$ cat config.mk
export PLATFORM = sky130hd
export DESIGN_NAME = core_top
export DESIGN_NICKNAME = d
export VERILOG_FILES = /design/src/core_pkg.sv /design/src/settings_if.sv /design/src/ctrl_stream_if.sv /design/src/core_top.sv /design/src/pps_select.sv /design/src/core_settings.sv /design/src/ctrl_proc.sv /design/src/ctrl_sid_filter.sv
export SDC_FILE = /design/constraint.sdc
export NUM_CORES = 1
export LEC_CHECK = 0
export ABC_AREA = 0
export BUFFER_PORTS_ARGS = -buffer_cell sky130_fd_sc_hd__buf_2
export CORE_ASPECT_RATIO = 0.75
export CORE_UTILIZATION = 30
export CTS_CLUSTER_DIAMETER = 80
export DETAILED_ROUTE_END_ITERATION = 12
export PLACE_DENSITY_LB_ADDON = 0.2
export SYNTH_ARGS = -nofsm -noshare
export SYNTH_HDL_FRONTEND = slang
export SYNTH_SLANG_ARGS = --single-unit
$ cat constraint.sdc
create_clock -name radio_clk -period 10.24 [get_ports radio_clk]
set_input_delay 0.512 -clock radio_clk [delete_from_list [all_inputs] [get_ports radio_clk]]
set_output_delay 0.512 -clock radio_clk [all_outputs]
set_load 0.03 [all_outputs]
$ cat src/core_pkg.sv
////////////////////////////////////////
// core control plane package
// widths, settings map, stream IDs, word layout
////////////////////////////////////////
`default_nettype none

package core_pkg;

   // bus widths
   localparam int ctrl_width    = 64;
   localparam int sr_addr_width = 8;
   localparam int sr_data_width = 32;

   // settings bus register map
   localparam logic [sr_addr_width-1:0] sr_core_misc     = 8'd16;
   localparam logic [sr_addr_width-1:0] sr_core_readback = 8'd32;
   localparam logic [sr_addr_width-1:0] sr_core_gpsdo_st = 8'd40;
   localparam logic [sr_addr_width-1:0] sr_core_sync     = 8'd48;

   // control stream routing
   localparam logic [7:0] core_ctrl_sid = 8'h40;
   localparam logic [7:0] sid_mask      = 8'hF0;

   // readback fields
   localparam logic [31:0] rb_signature = 32'hACE0BA5E;
   localparam logic [15:0] compat_major = 16'h000E;
   localparam logic [15:0] compat_minor = 16'h0000;
   localparam logic [7:0]  radio_status = 8'd1;

   // internal pps period in clocks, short for simulation
   localparam int pps_period    = 200;
   localparam int pps_cnt_width = $clog2(pps_period);

   // control processor states
   localparam logic [2:0] st_hdr       = 3'd0;
   localparam logic [2:0] st_cmd       = 3'd1;
   localparam logic [2:0] st_drain     = 3'd2;
   localparam logic [2:0] st_write     = 3'd3;
   localparam logic [2:0] st_resp_hdr  = 3'd4;
   localparam logic [2:0] st_resp_data = 3'd5;

   // one stream word, seen as header or as command
   typedef union packed {
      struct packed {
         logic [3:0]  rsvd_hi;
         logic [11:0] seqnum;
         logic [31:0] rsvd_lo;
         logic [7:0]  src_sid;
         logic [7:0]  dst_sid;
      } hdr;
      struct packed {
         logic [ctrl_width-sr_addr_width-sr_data_width-1:0] rsvd;
         logic [sr_addr_width-1:0]                          addr;
         logic [sr_data_width-1:0]                          data;
      } cmd;
   } ctrl_word_u;

endpackage

`default_nettype wire
$ cat src/settings_if.sv
////////////////////////////////////////
// settings bus interface
// write strobe, address, data and readback
////////////////////////////////////////
`timescale 1ns/100ps
`default_nettype none

interface settings_if;
   import core_pkg::*;

   logic                     stb;
   logic [sr_addr_width-1:0] addr;
   logic [sr_data_width-1:0] data;
   logic [ctrl_width-1:0]    rb_data;

   // write side, readback comes back
   modport master (output stb, output addr, output data, input rb_data);

   // register side
   modport slave (input stb, input addr, input data, output rb_data);

endinterface

`default_nettype wire

$ cat src/ctrl_stream_if.sv
////////////////////////////////////////
// control stream interface
// 64-bit valid/ready/last word stream
////////////////////////////////////////
`timescale 1ns/100ps
`default_nettype none

interface ctrl_stream_if;
   import core_pkg::*;

   logic [ctrl_width-1:0] tdata;
   logic                  tlast;
   logic                  tvalid;
   logic                  tready;

   // upstream side
   modport source (output tdata, output tlast, output tvalid, input tready);

   // downstream side
   modport sink (input tdata, input tlast, input tvalid, output tready);

endinterface

`default_nettype wire

$ cat src/core_top.sv
////////////////////////////////////////
// radio core control plane top
////////////////////////////////////////
`timescale 1ns/100ps
`default_nettype none

module core_top (
   input  wire                                 radio_clk,
   input  wire                                 bus_rst,
   // control request stream
   input  wire [core_pkg::ctrl_width-1:0]      i_ctrl_tdata,
   input  wire                                 i_ctrl_tlast,
   input  wire                                 i_ctrl_tvalid,
   output logic                                o_ctrl_tready,
   // control response stream
   output logic [core_pkg::ctrl_width-1:0]     o_resp_tdata,
   output logic                                o_resp_tlast,
   output logic                                o_resp_tvalid,
   input  wire                                 i_resp_tready,
   // status and misc
   input  wire [core_pkg::sr_data_width-1:0]   i_rb_misc,
   input  wire [1:0]                           i_lock,
   input  wire                                 i_pps_int,
   input  wire                                 i_pps_ext,
   output logic [core_pkg::sr_data_width-1:0]  o_misc_outs,
   output logic                                o_pps,
   output logic                                o_time_sync
);

   logic [1:0] pps_sel;

   ctrl_stream_if filt_to_proc ();
   settings_if    sbus ();

   ctrl_sid_filter ctrl_sid_filter_i (
      .radio_clk (radio_clk),
      .bus_rst   (bus_rst),
      .i_tdata   (i_ctrl_tdata),
      .i_tlast   (i_ctrl_tlast),
      .i_tvalid  (i_ctrl_tvalid),
      .o_tready  (o_ctrl_tready),
      .m_out     (filt_to_proc)
   );

   ctrl_proc ctrl_proc_i (
      .radio_clk     (radio_clk),
      .bus_rst       (bus_rst),
      .s_in          (filt_to_proc),
      .sbus          (sbus),
      .o_resp_tdata  (o_resp_tdata),
      .o_resp_tlast  (o_resp_tlast),
      .o_resp_tvalid (o_resp_tvalid),
      .i_resp_tready (i_resp_tready)
   );

   core_settings core_settings_i (
      .radio_clk   (radio_clk),
      .bus_rst     (bus_rst),
      .sbus        (sbus),
      .i_rb_misc   (i_rb_misc),
      .i_lock      (i_lock),
      .o_misc_outs (o_misc_outs),
      .o_pps_sel   (pps_sel),
      .o_time_sync (o_time_sync)
   );

   pps_select pps_select_i (
      .radio_clk (radio_clk),
      .bus_rst   (bus_rst),
      .i_pps_int (i_pps_int),
      .i_pps_ext (i_pps_ext),
      .i_pps_sel (pps_sel),
      .o_pps     (o_pps)
   );

endmodule

`default_nettype wire

$ cat src/pps_select.sv
////////////////////////////////////////
// PPS source select
// synchronisers, internal PPS and source mux
////////////////////////////////////////
`timescale 1ns/100ps
`default_nettype none

module pps_select (
   input  wire        radio_clk,
   input  wire        bus_rst,
   input  wire        i_pps_int,
   input  wire        i_pps_ext,
   input  wire [1:0]  i_pps_sel,
   output logic       o_pps
);
   import core_pkg::*;

   logic [pps_cnt_width-1:0] pps_cnt;
   logic                     pps_gen;
   logic [2:0]               pps_s1;
   logic [2:0]               pps_s2;

   // internal pps, one pulse per period
   always_ff @(posedge radio_clk) begin
      if (bus_rst) begin
         pps_cnt <= '0;
         pps_gen <= 1'b0;
      end else if (pps_cnt == pps_cnt_width'(pps_period - 1)) begin
         pps_cnt <= '0;
         pps_gen <= 1'b1;
      end else begin
         pps_cnt <= pps_cnt + 1'b1;
         pps_gen <= 1'b0;
      end
   end

   // bit 0 gpsdo, bit 1 external, bit 2 internal
   always_ff @(posedge radio_clk) begin
      if (bus_rst) begin
         pps_s1 <= '0;
         pps_s2 <= '0;
      end else begin
         pps_s1 <= {pps_gen, i_pps_ext, i_pps_int};
         pps_s2 <= pps_s1;
      end
   end

   always_comb begin
      case (i_pps_sel)
         2'd0: o_pps = pps_s2[0];
         2'd1: o_pps = pps_s2[1];
         2'd2: o_pps = pps_s2[2];
         default: o_pps = 1'b0;
      endcase
   end

endmodule

`default_nettype wire

$ cat src/core_settings.sv
////////////////////////////////////////
// core setting registers
// lock synchroniser and readback mux
////////////////////////////////////////
`timescale 1ns/100ps
`default_nettype none

module core_settings (
   input  wire                                 radio_clk,
   input  wire                                 bus_rst,
   settings_if.slave                           sbus,
   input  wire [core_pkg::sr_data_width-1:0]   i_rb_misc,
   input  wire [1:0]                           i_lock,
   output logic [core_pkg::sr_data_width-1:0]  o_misc_outs,
   output logic [1:0]                          o_pps_sel,
   output logic                                o_time_sync
);
   import core_pkg::*;

   logic [sr_data_width-1:0] misc_reg;
   logic [2:0]               rb_sel;
   logic [7:0]               gpsdo_st;
   logic [2:0]               sync_reg;
   logic [1:0]               lock_s1;
   logic [1:0]               lock_s2;
   logic                     wr_misc;
   logic                     wr_rb;
   logic                     wr_gpsdo;
   logic                     wr_sync;

   // address decode
   assign wr_misc  = sbus.stb && (sbus.addr == sr_core_misc);
   assign wr_rb    = sbus.stb && (sbus.addr == sr_core_readback);
   assign wr_gpsdo = sbus.stb && (sbus.addr == sr_core_gpsdo_st);
   assign wr_sync  = sbus.stb && (sbus.addr == sr_core_sync);

   always_ff @(posedge radio_clk) begin
      if (bus_rst) begin
         misc_reg <= '0;
         rb_sel   <= '0;
         sync_reg <= '0;
      end else begin
         if (wr_misc) misc_reg <= sbus.data;
         if (wr_rb) rb_sel <= sbus.data[2:0];
         // bit 2 time sync, bits 1..0 pps source
         if (wr_sync) sync_reg <= sbus.data[2:0];
      end
   end

   // gpsdo status keeps its value across reset
   always_ff @(posedge radio_clk) begin
      if (wr_gpsdo) gpsdo_st <= sbus.data[7:0];
   end

   // two-stage lock synchroniser
   always_ff @(posedge radio_clk) begin
      if (bus_rst) begin
         lock_s1 <= '0;
         lock_s2 <= '0;
      end else begin
         lock_s1 <= i_lock;
         lock_s2 <= lock_s1;
      end
   end

   ////////////////////////////////////////
   // readback mux
   ////////////////////////////////////////
   always_comb begin
      case (rb_sel)
         3'd0: sbus.rb_data = {rb_signature, compat_major, compat_minor};
         3'd1: sbus.rb_data = {32'b0, misc_reg};
         3'd2: sbus.rb_data = {16'b0, radio_status, gpsdo_st, i_rb_misc};
         3'd3: sbus.rb_data = {62'b0, lock_s2};
         default: sbus.rb_data = '0;
      endcase
   end

   assign o_misc_outs = misc_reg;
   assign o_pps_sel   = sync_reg[1:0];
   assign o_time_sync = sync_reg[2];

endmodule

`default_nettype wire

$ cat src/ctrl_proc.sv
////////////////////////////////////////
// control processor
// command packet to settings write and response
////////////////////////////////////////
`timescale 1ns/100ps
`default_nettype none

module ctrl_proc (
   input  wire                              radio_clk,
   input  wire                              bus_rst,
   ctrl_stream_if.sink                      s_in,
   settings_if.master                       sbus,
   output logic [core_pkg::ctrl_width-1:0]  o_resp_tdata,
   output logic                             o_resp_tlast,
   output logic                             o_resp_tvalid,
   input  wire                              i_resp_tready
);
   import core_pkg::*;

   logic [2:0]               state;
   ctrl_word_u               in_word;
   ctrl_word_u               resp_hdr;
   logic [11:0]              seqnum;
   logic [7:0]               req_src_sid;
   logic [7:0]               req_dst_sid;
   logic [sr_addr_width-1:0] cmd_addr;
   logic [sr_data_width-1:0] cmd_data;
   logic                     cmd_last;
   logic [ctrl_width-1:0]    rb_word;
   logic                     in_fire;
   logic                     resp_fire;

   assign in_word     = s_in.tdata;
   assign s_in.tready = (state == st_hdr) || (state == st_cmd) || (state == st_drain);
   assign in_fire     = s_in.tvalid && s_in.tready;
   assign resp_fire   = o_resp_tvalid && i_resp_tready;

   ////////////////////////////////////////
   // FSM
   ////////////////////////////////////////
   always_ff @(posedge radio_clk) begin
      if (bus_rst) begin
         state <= st_hdr;
      end else begin
         case (state)
            st_hdr: if (in_fire && !s_in.tlast) state <= st_cmd;
            st_cmd: if (in_fire) state <= st_write;
            st_write: state <= st_resp_hdr;
            st_resp_hdr: if (resp_fire) state <= st_resp_data;
            // extra request words are drained after the response
            st_resp_data: if (resp_fire) state <= cmd_last ? st_hdr : st_drain;
            st_drain: if (in_fire && s_in.tlast) state <= st_hdr;
            default: state <= st_hdr;
         endcase
      end
   end

   // request fields and readback capture
   always_ff @(posedge radio_clk) begin
      if ((state == st_hdr) && in_fire) begin
         seqnum      <= in_word.hdr.seqnum;
         req_src_sid <= in_word.hdr.src_sid;
         req_dst_sid <= in_word.hdr.dst_sid;
      end
      if ((state == st_cmd) && in_fire) begin
         cmd_addr <= in_word.cmd.addr;
         cmd_data <= in_word.cmd.data;
         cmd_last <= s_in.tlast;
      end
      // write already landed, hold value through stalls
      if ((state == st_resp_hdr) && resp_fire) begin
         rb_word <= sbus.rb_data;
      end
   end

   ////////////////////////////////////////
   // settings write and response
   ////////////////////////////////////////
   assign sbus.stb  = state == st_write;
   assign sbus.addr = cmd_addr;
   assign sbus.data = cmd_data;

   // echo seqnum, swap stream IDs
   always_comb begin
      resp_hdr             = '0;
      resp_hdr.hdr.seqnum  = seqnum;
      resp_hdr.hdr.src_sid = req_dst_sid;
      resp_hdr.hdr.dst_sid = req_src_sid;
   end

   assign o_resp_tvalid = (state == st_resp_hdr) || (state == st_resp_data);
   assign o_resp_tlast  = state == st_resp_data;
   assign o_resp_tdata  = (state == st_resp_data) ? rb_word : resp_hdr;

endmodule

`default_nettype wire

$ cat src/ctrl_sid_filter.sv
////////////////////////////////////////
// control stream ID filter
// passes packets for this core, drops the rest
////////////////////////////////////////
`timescale 1ns/100ps
`default_nettype none

module ctrl_sid_filter (
   input  wire                             radio_clk,
   input  wire                             bus_rst,
   input  wire [core_pkg::ctrl_width-1:0]  i_tdata,
   input  wire                             i_tlast,
   input  wire                             i_tvalid,
   output logic                            o_tready,
   ctrl_stream_if.source                   m_out
);
   import core_pkg::*;

   ctrl_word_u            in_word;
   logic                  in_hdr;
   logic                  keep_pkt;
   logic                  hdr_match;
   logic                  pass_word;
   logic                  accept;
   logic                  out_valid;
   logic                  out_last;
   logic [ctrl_width-1:0] out_data;

   assign in_word   = i_tdata;
   assign hdr_match = (in_word.hdr.dst_sid & sid_mask) == core_ctrl_sid;
   // header decides, later words follow the stored decision
   assign pass_word = in_hdr ? hdr_match : keep_pkt;

   // room when empty or draining this cycle
   assign o_tready = !out_valid || m_out.tready;
   assign accept   = i_tvalid && o_tready;

   always_ff @(posedge radio_clk) begin
      if (bus_rst) begin
         in_hdr    <= 1'b1;
         keep_pkt  <= 1'b0;
         out_valid <= 1'b0;
      end else begin
         if (accept) begin
            in_hdr <= i_tlast;
            if (in_hdr) begin
               keep_pkt <= hdr_match;
            end
         end
         if (accept && pass_word) begin
            out_valid <= 1'b1;
         end else if (m_out.tready) begin
            out_valid <= 1'b0;
         end
      end
   end

   // output word register
   always_ff @(posedge radio_clk) begin
      if (accept && pass_word) begin
         out_data <= i_tdata;
         out_last <= i_tlast;
      end
   end

   assign m_out.tdata  = out_data;
   assign m_out.tlast  = out_last;
   assign m_out.tvalid = out_valid;

endmodule

`default_nettype wire

======== Yosys cells after proc, flatten, opt, wreduce, memory -nomap -nowiden ========
Index checks and enable logic that the tools add are counted.
W data, S select, Z words.
operators by class
  $add $sub $neg .......................... 1
  equal/unequal tests ..................... 21
  multiplexer cells ....................... 14
  reduce and logical (&&, ||, !) cells .... 25
operators by type and width
  kind                   number
  $pmux W64 S4           1
  $mux W64               1
  $eq A8 B6 Y1 const B   3
  $pmux W3 S6            1
  $mux W3                5
  $logic_and A1 B1 Y1    13
  $eq A3 B2 Y1 const B   4
  $add A8 B1 Y8 const B  1
  $eq A8 B5 Y1 const B   1
  $eq A8 B8 Y1 const B   1
  $eq A3 B1 Y1 const B   2
  $eq A3 B3 Y1 const B   2
  $logic_not A3 Y1       2
  $ne A2 B1 Y1 const B   3
  $reduce_and A5 Y1      1
  $eq A4 B3 Y1 const B   1
  $logic_or A1 B1 Y1     4
  $mux W1                4
  $ne A2 B2 Y1 const B   2
  $pmux W1 S3            1
  $eq A2 B1 Y1 const B   1
  $eq A2 B2 Y1 const B   1
  $logic_not A1 Y1       2
  $logic_not A2 Y1       1
  3 further kinds        3
word-level totals
  flip-flop bits (word level) ............. 265
  bits of input ports ..................... 105
  output and inout bits ................... 101
  word-level logic and storage cells ...... 84

======== Logic depth before layout (Yosys ltp) ========
  depth in word-level cells ............... 7
  gate-level depth with buffers ........... 7
  depth with buffers taken out ............ 5

======== Hierarchy ========
Synthesis repeated with hierarchy kept, for this count alone.
second synthesis, totals
  cell total of the unflattened synthesis .. 652
  area, all modules ....................... 10,327.4 um^2
modules (own cells, without submodules)
  module           instances  cells each  area an instance (um^2)  sequential area each (um^2)
  ctrl_proc        1          241         4,880.9                  4,053.9
  core_settings    1          273         2,758.9                  1,081.0
  ctrl_sid_filter  1          84          2,123.3                  2,011.9
  pps_select       1          54          564.3                    300.3

======== Worst setup path after synthesis ========
No wires, ideal clock.
  path type ............................... reg2reg
  from .................................... reg ctrl_proc_i.state[2]
  to ...................................... reg ctrl_proc_i.cmd_last (enable)
  library setup time ...................... 0.542 ns
  data arrival time ....................... 4.528 ns
  data required time ...................... 9.698 ns
  path slack .............................. 5.170 ns
  stages on the path, launching flop included .. 3
  path buffers ............................ 1
  period minus slack after synthesis ...... 5.070 ns
  cells stage by stage .................... dfxtp_1 -> clkbuf_1 -> nor4_1
between the ends
  word-level cells in the longest chain between the ends .. 5
  elaborated cells between the ends (all ways) .. 7
  those cells by class .................... eq/ne (2); reduce/logical (5)
RTL lines
  what                                              RTL line                          RTL
  start, declared                                   ctrl_proc.sv:20                   logic [2:0] state;
  start signal, assigned                            ctrl_proc.sv:43                   state <= st_hdr;
  start signal, assigned                            ctrl_proc.sv:46                   st_hdr: if (in_fire && !s_in.tlast) state <= st_cmd;
  start signal, assigned                            ctrl_proc.sv:47                   st_cmd: if (in_fire) state <= st_write;
  $eq A3 B1 Y1 or $logic_not A3 Y1 (tied branches)  ctrl_proc.sv:34, ctrl_proc.sv:65
  $logic_or A1 B1 Y1 (2 in series)                  ctrl_proc.sv:34                   assign s_in.tready = (state == st_hdr) || (state == st_cmd) || (state == st_drain);
  $logic_and A1 B1 Y1                               ctrl_proc.sv:35                   assign in_fire = s_in.tvalid && s_in.tready;
  $logic_and A1 B1 Y1 (*)                           ctrl_proc.sv:65                   if ((state == st_cmd) && in_fire) begin
  end signal, assigned                              ctrl_proc.sv:68                   cmd_last <= s_in.tlast;
  end, declared                                     ctrl_proc.sv:28                   logic cmd_last;
Mark *: on every way between the ends. The rest lies on a longest branch, timed or not.
A chain may end at the register's enable or synchronous reset.

======== Final worst setup path ========
  from .................................... reg ctrl_proc_i.state[2]
  to ...................................... out o_resp_tdata[61] (netlist name)
between the ends
  word-level cells in the longest chain between the ends .. 2
RTL lines
  what           RTL line         RTL
  $eq A3 B3 Y1   ctrl_proc.sv:93  assign o_resp_tdata = (state == st_resp_data) ? rb_word : resp_hdr;
  $mux W64       ctrl_proc.sv:93
  end, declared  core_top.sv:16   output logic [core_pkg::ctrl_width-1:0] o_resp_tdata,
No other way between the ends.

==> impl_metrics.csv <==
group,metric,value,unit
clock_network,cts.sinks,235,
floorplan,start_util,30.8,%
route,drtIter0Drc,281,
synth,yosys.area.top_type_share,59.4,%
power,total_power,0.00199,W
global_routing,globalRouteMet1Util,22.8,%
timing,rsz0062_at_grt,"no",
floorplan,die-area,0.0297,mm^2
final_layout,syn2layout_area_growth,25.3,%
global_routing,grt.total_usage,15.6,%
global_routing,antenna_found_initial,0,
clock_network,clockBufferDepth,3,
global_routing,busiest_layer,"met2",
timing,fmax,289,MHz
route,routed_wl,23.4,mm
timing,tns,0,ps
global_routing,grt_use_met3,3.16,%
power,p_leak,4.22,nW
global_routing,first_global_vias,5497,
final_layout,largest_reg_flops,52,
synth,ys_types,39,
final_layout,post-route-util,38.6,%
clock_network,cts.clk_slew.worst_paths,60,ps
place,portBuffers,189,
floorplan,row_count,53,
timing,worst_pin_slew,1050,ps
synth,yosysSeqAreaShare,73.9,%
route,vias_per_cell,4.59,
floorplan,core-area,0.0282,mm^2
floorplan,die_width,199,um
floorplan,fp.dieH,149,um
timing,fin_worst_skew,17.6,ps
critical_path,critical_path_arrival,2940,ps
critical_path,worst-path-buf-inv,5,
timing,timing_hold_violations_final,0,
power,peakVddDrop,0.101,mV
place,place_congestion,0.732,
global_routing,grt-ovfl-total,0,
clock_network,clk-insertion-delay-late,520,ps
synth,synthCells,646,
floorplan,ios,206,
power,powerDensity,183,mW/mm^2
synth,yosys.area_share.xor_xnor,0.705,%
critical_path,crit_path_top_delay_cell,"dfxtp_1",
critical_path,cp_data_required_time,9730,ps
place,hpwl,15.4,mm
synth,synth_top_family_by_area,"simple AND/OR/NAND/NOR gates",
place,pre_cts_ws,7190,ps
critical_path,cp-end-kind,"primary output",
synth,synth_area_per_cell,13.5,um^2
synth,synth_top_area_cell,"edfxtp_1",
critical_path,crit_family,"buffers and inverters",
synth,synth-seq-cells,235,
synth,synth_common_cells,"edfxtp_1, nand2_1, dfxtp_1, a21oi_1",
final_layout,n_fill_cell,2778,
route,wl_per_cell,19.0,um
final_layout,drive_gt1_share,30.3,%
clock_network,post_cts_buffers,0,
clock_network,postCtsHoldBufs,0,
synth,synth_area,0.00870,mm^2
timing,post-route-period-util,33.7,%
timing,maxSlewHeadroom,29.8,%
worst_hold_path,hold_class,"in2reg",
route,vias,5658,
clock_network,cts_tree,"done",
synth,yosys.area_share.adder,0.144,%
critical_path,path_cells,"nor2b_2 > buf_4 > nand2_1 > buf_4 > inv_2 > nand2_1 > inv_1 > buf_2",
clock_network,cts-buffers-inserted,25,
outcome,outcome,"finished, final reports clean",
route,ant_nets,0,
clock_network,cts_htree_levels,1,
timing,period_minus_slack,3460,ps
synth,synthMuxAreaShare,1.31,%
timing,maxSlewViolCount,0,
timing,fin_ws,6780,ps
timing,finalSetupViolations,0,
route,drc,0,
global_routing,grt_first_pass_wirelength,34.1,mm
synth,yosys.area_share.simple,12.2,%
synth,synth_async_sr_flop_share,0,%
synth,yosysWarningCount,0,
job,drv_cap,0,
timing,timing.hold.ws,162,ps
synth,yosysMostFrequentCell,"edfxtp_1",
final_layout,nets,933,
synth,synth_compound_area_share,8.21,%
synth,ys.flop_type,"edfxtp_1",
critical_path,crit_type,"reg2out",
global_routing,grt_use_met2,23.7,%
clock_network,cts_root_buf,"clkbuf_16",
route,drt_pass1_iterations,6,
synth,synthTopCellsByArea,"edfxtp_1, dfxtp_1, nand2_1",
critical_path,slowest_delay,600,ps
critical_path,cp_max_fo,29,
global_routing,grt_start_max_net_pins,62,
synth,synth_edf_count,172,
critical_path,cp-start-kind,"register",
clock_network,cts_resized,0,
cell type report:
type                    count  area (um^2)  area share (%)
multi-input cells         346         2020            18.6
clock buffers              38          704            6.46
inverters                  15         56.3           0.517
repair buffers            204         1060            9.71
flip-flops and latches    235         6430            59.0
diodes                      1         2.50          0.0230
well taps                 385          482            4.42
clock inverters             8          145            1.33
cells in the final DEF, fill, tap and decap left out, types with 2 or more instances in the layout:
cell type / instances
dfxtp_1: 63
clkbuf_1: 10
a22oi_1: 2
nor2b_1: 12
a21oi_1: 48
nor4_2: 2
inv_1: 13
edfxtp_1: 172
bufinv_16: 4
conb_1: 4
a22o_1: 27
nand2_1: 66
buf_2: 189
or2_2: 3
xnor2_1: 3
and3_1: 28
inv_2: 2
buf_4: 15
mux2_2: 3
nor3b_4: 2
mux2i_1: 8
o21ai_1: 4
nor2_1: 17
nand2b_1: 12
nand3_1: 36
a211oi_1: 3
o21ai_0: 31
xor2_1: 4
clkbuf_16: 25
clkbuf_8: 3
and2_1: 12
nor4b_1: 2
nand3b_1: 3
cell families after synthesis:
kind of cell               count (synthesis)
muxes                                     11
adders and majority gates                  1
DFF                                      235
other                                      1
AOI/OAI and AO/OA                        118
xor gates and xnor gates                   7
buffers and inverters                     68
and+or+nand+nor                          205
report_power, final:
group	total (W)	internal, W	switching (W)
clock	0.000935	0.000575	0.000360
combinational	0.0000373	0.0000171	0.0000202
sequential	0.00102	0.00102	0.00000214
per-stage QoR:
step,cells,area (um^2)
after global placement,1185,10000
after global routing,1231,10900
after floorplan,649,8710
after CTS,1231,10900
final,1232,10900
after detailed placement,1185,10000
metal layers:
metal | share of wire, % | vias to the layer above
li1 | - | 2700
met1 | 49 | 2773
met2 | 44 | 157
met3 | 5.1 | 28
met4 | 1.7 | 0
met5 | 0 | -
worst paths after layout:
check,cells after the start,from,end,slack [ps]
worst max-delay path,8,ctrl_proc_i.state[2],o_resp_tdata[61],6780
worst min-delay path,1,i_ctrl_tdata[17],ctrl_sid_filter_i.m_out.tdata[17],160
worst max register to register,6,ctrl_proc_i.state[0],ctrl_sid_filter_i.m_out.tdata[31],7460
worst min register to register,0,ctrl_sid_filter_i.m_out.tdata[19],ctrl_proc_i.sbus.data[19],410
Note: power is estimated with default switching activity, not from simulation.
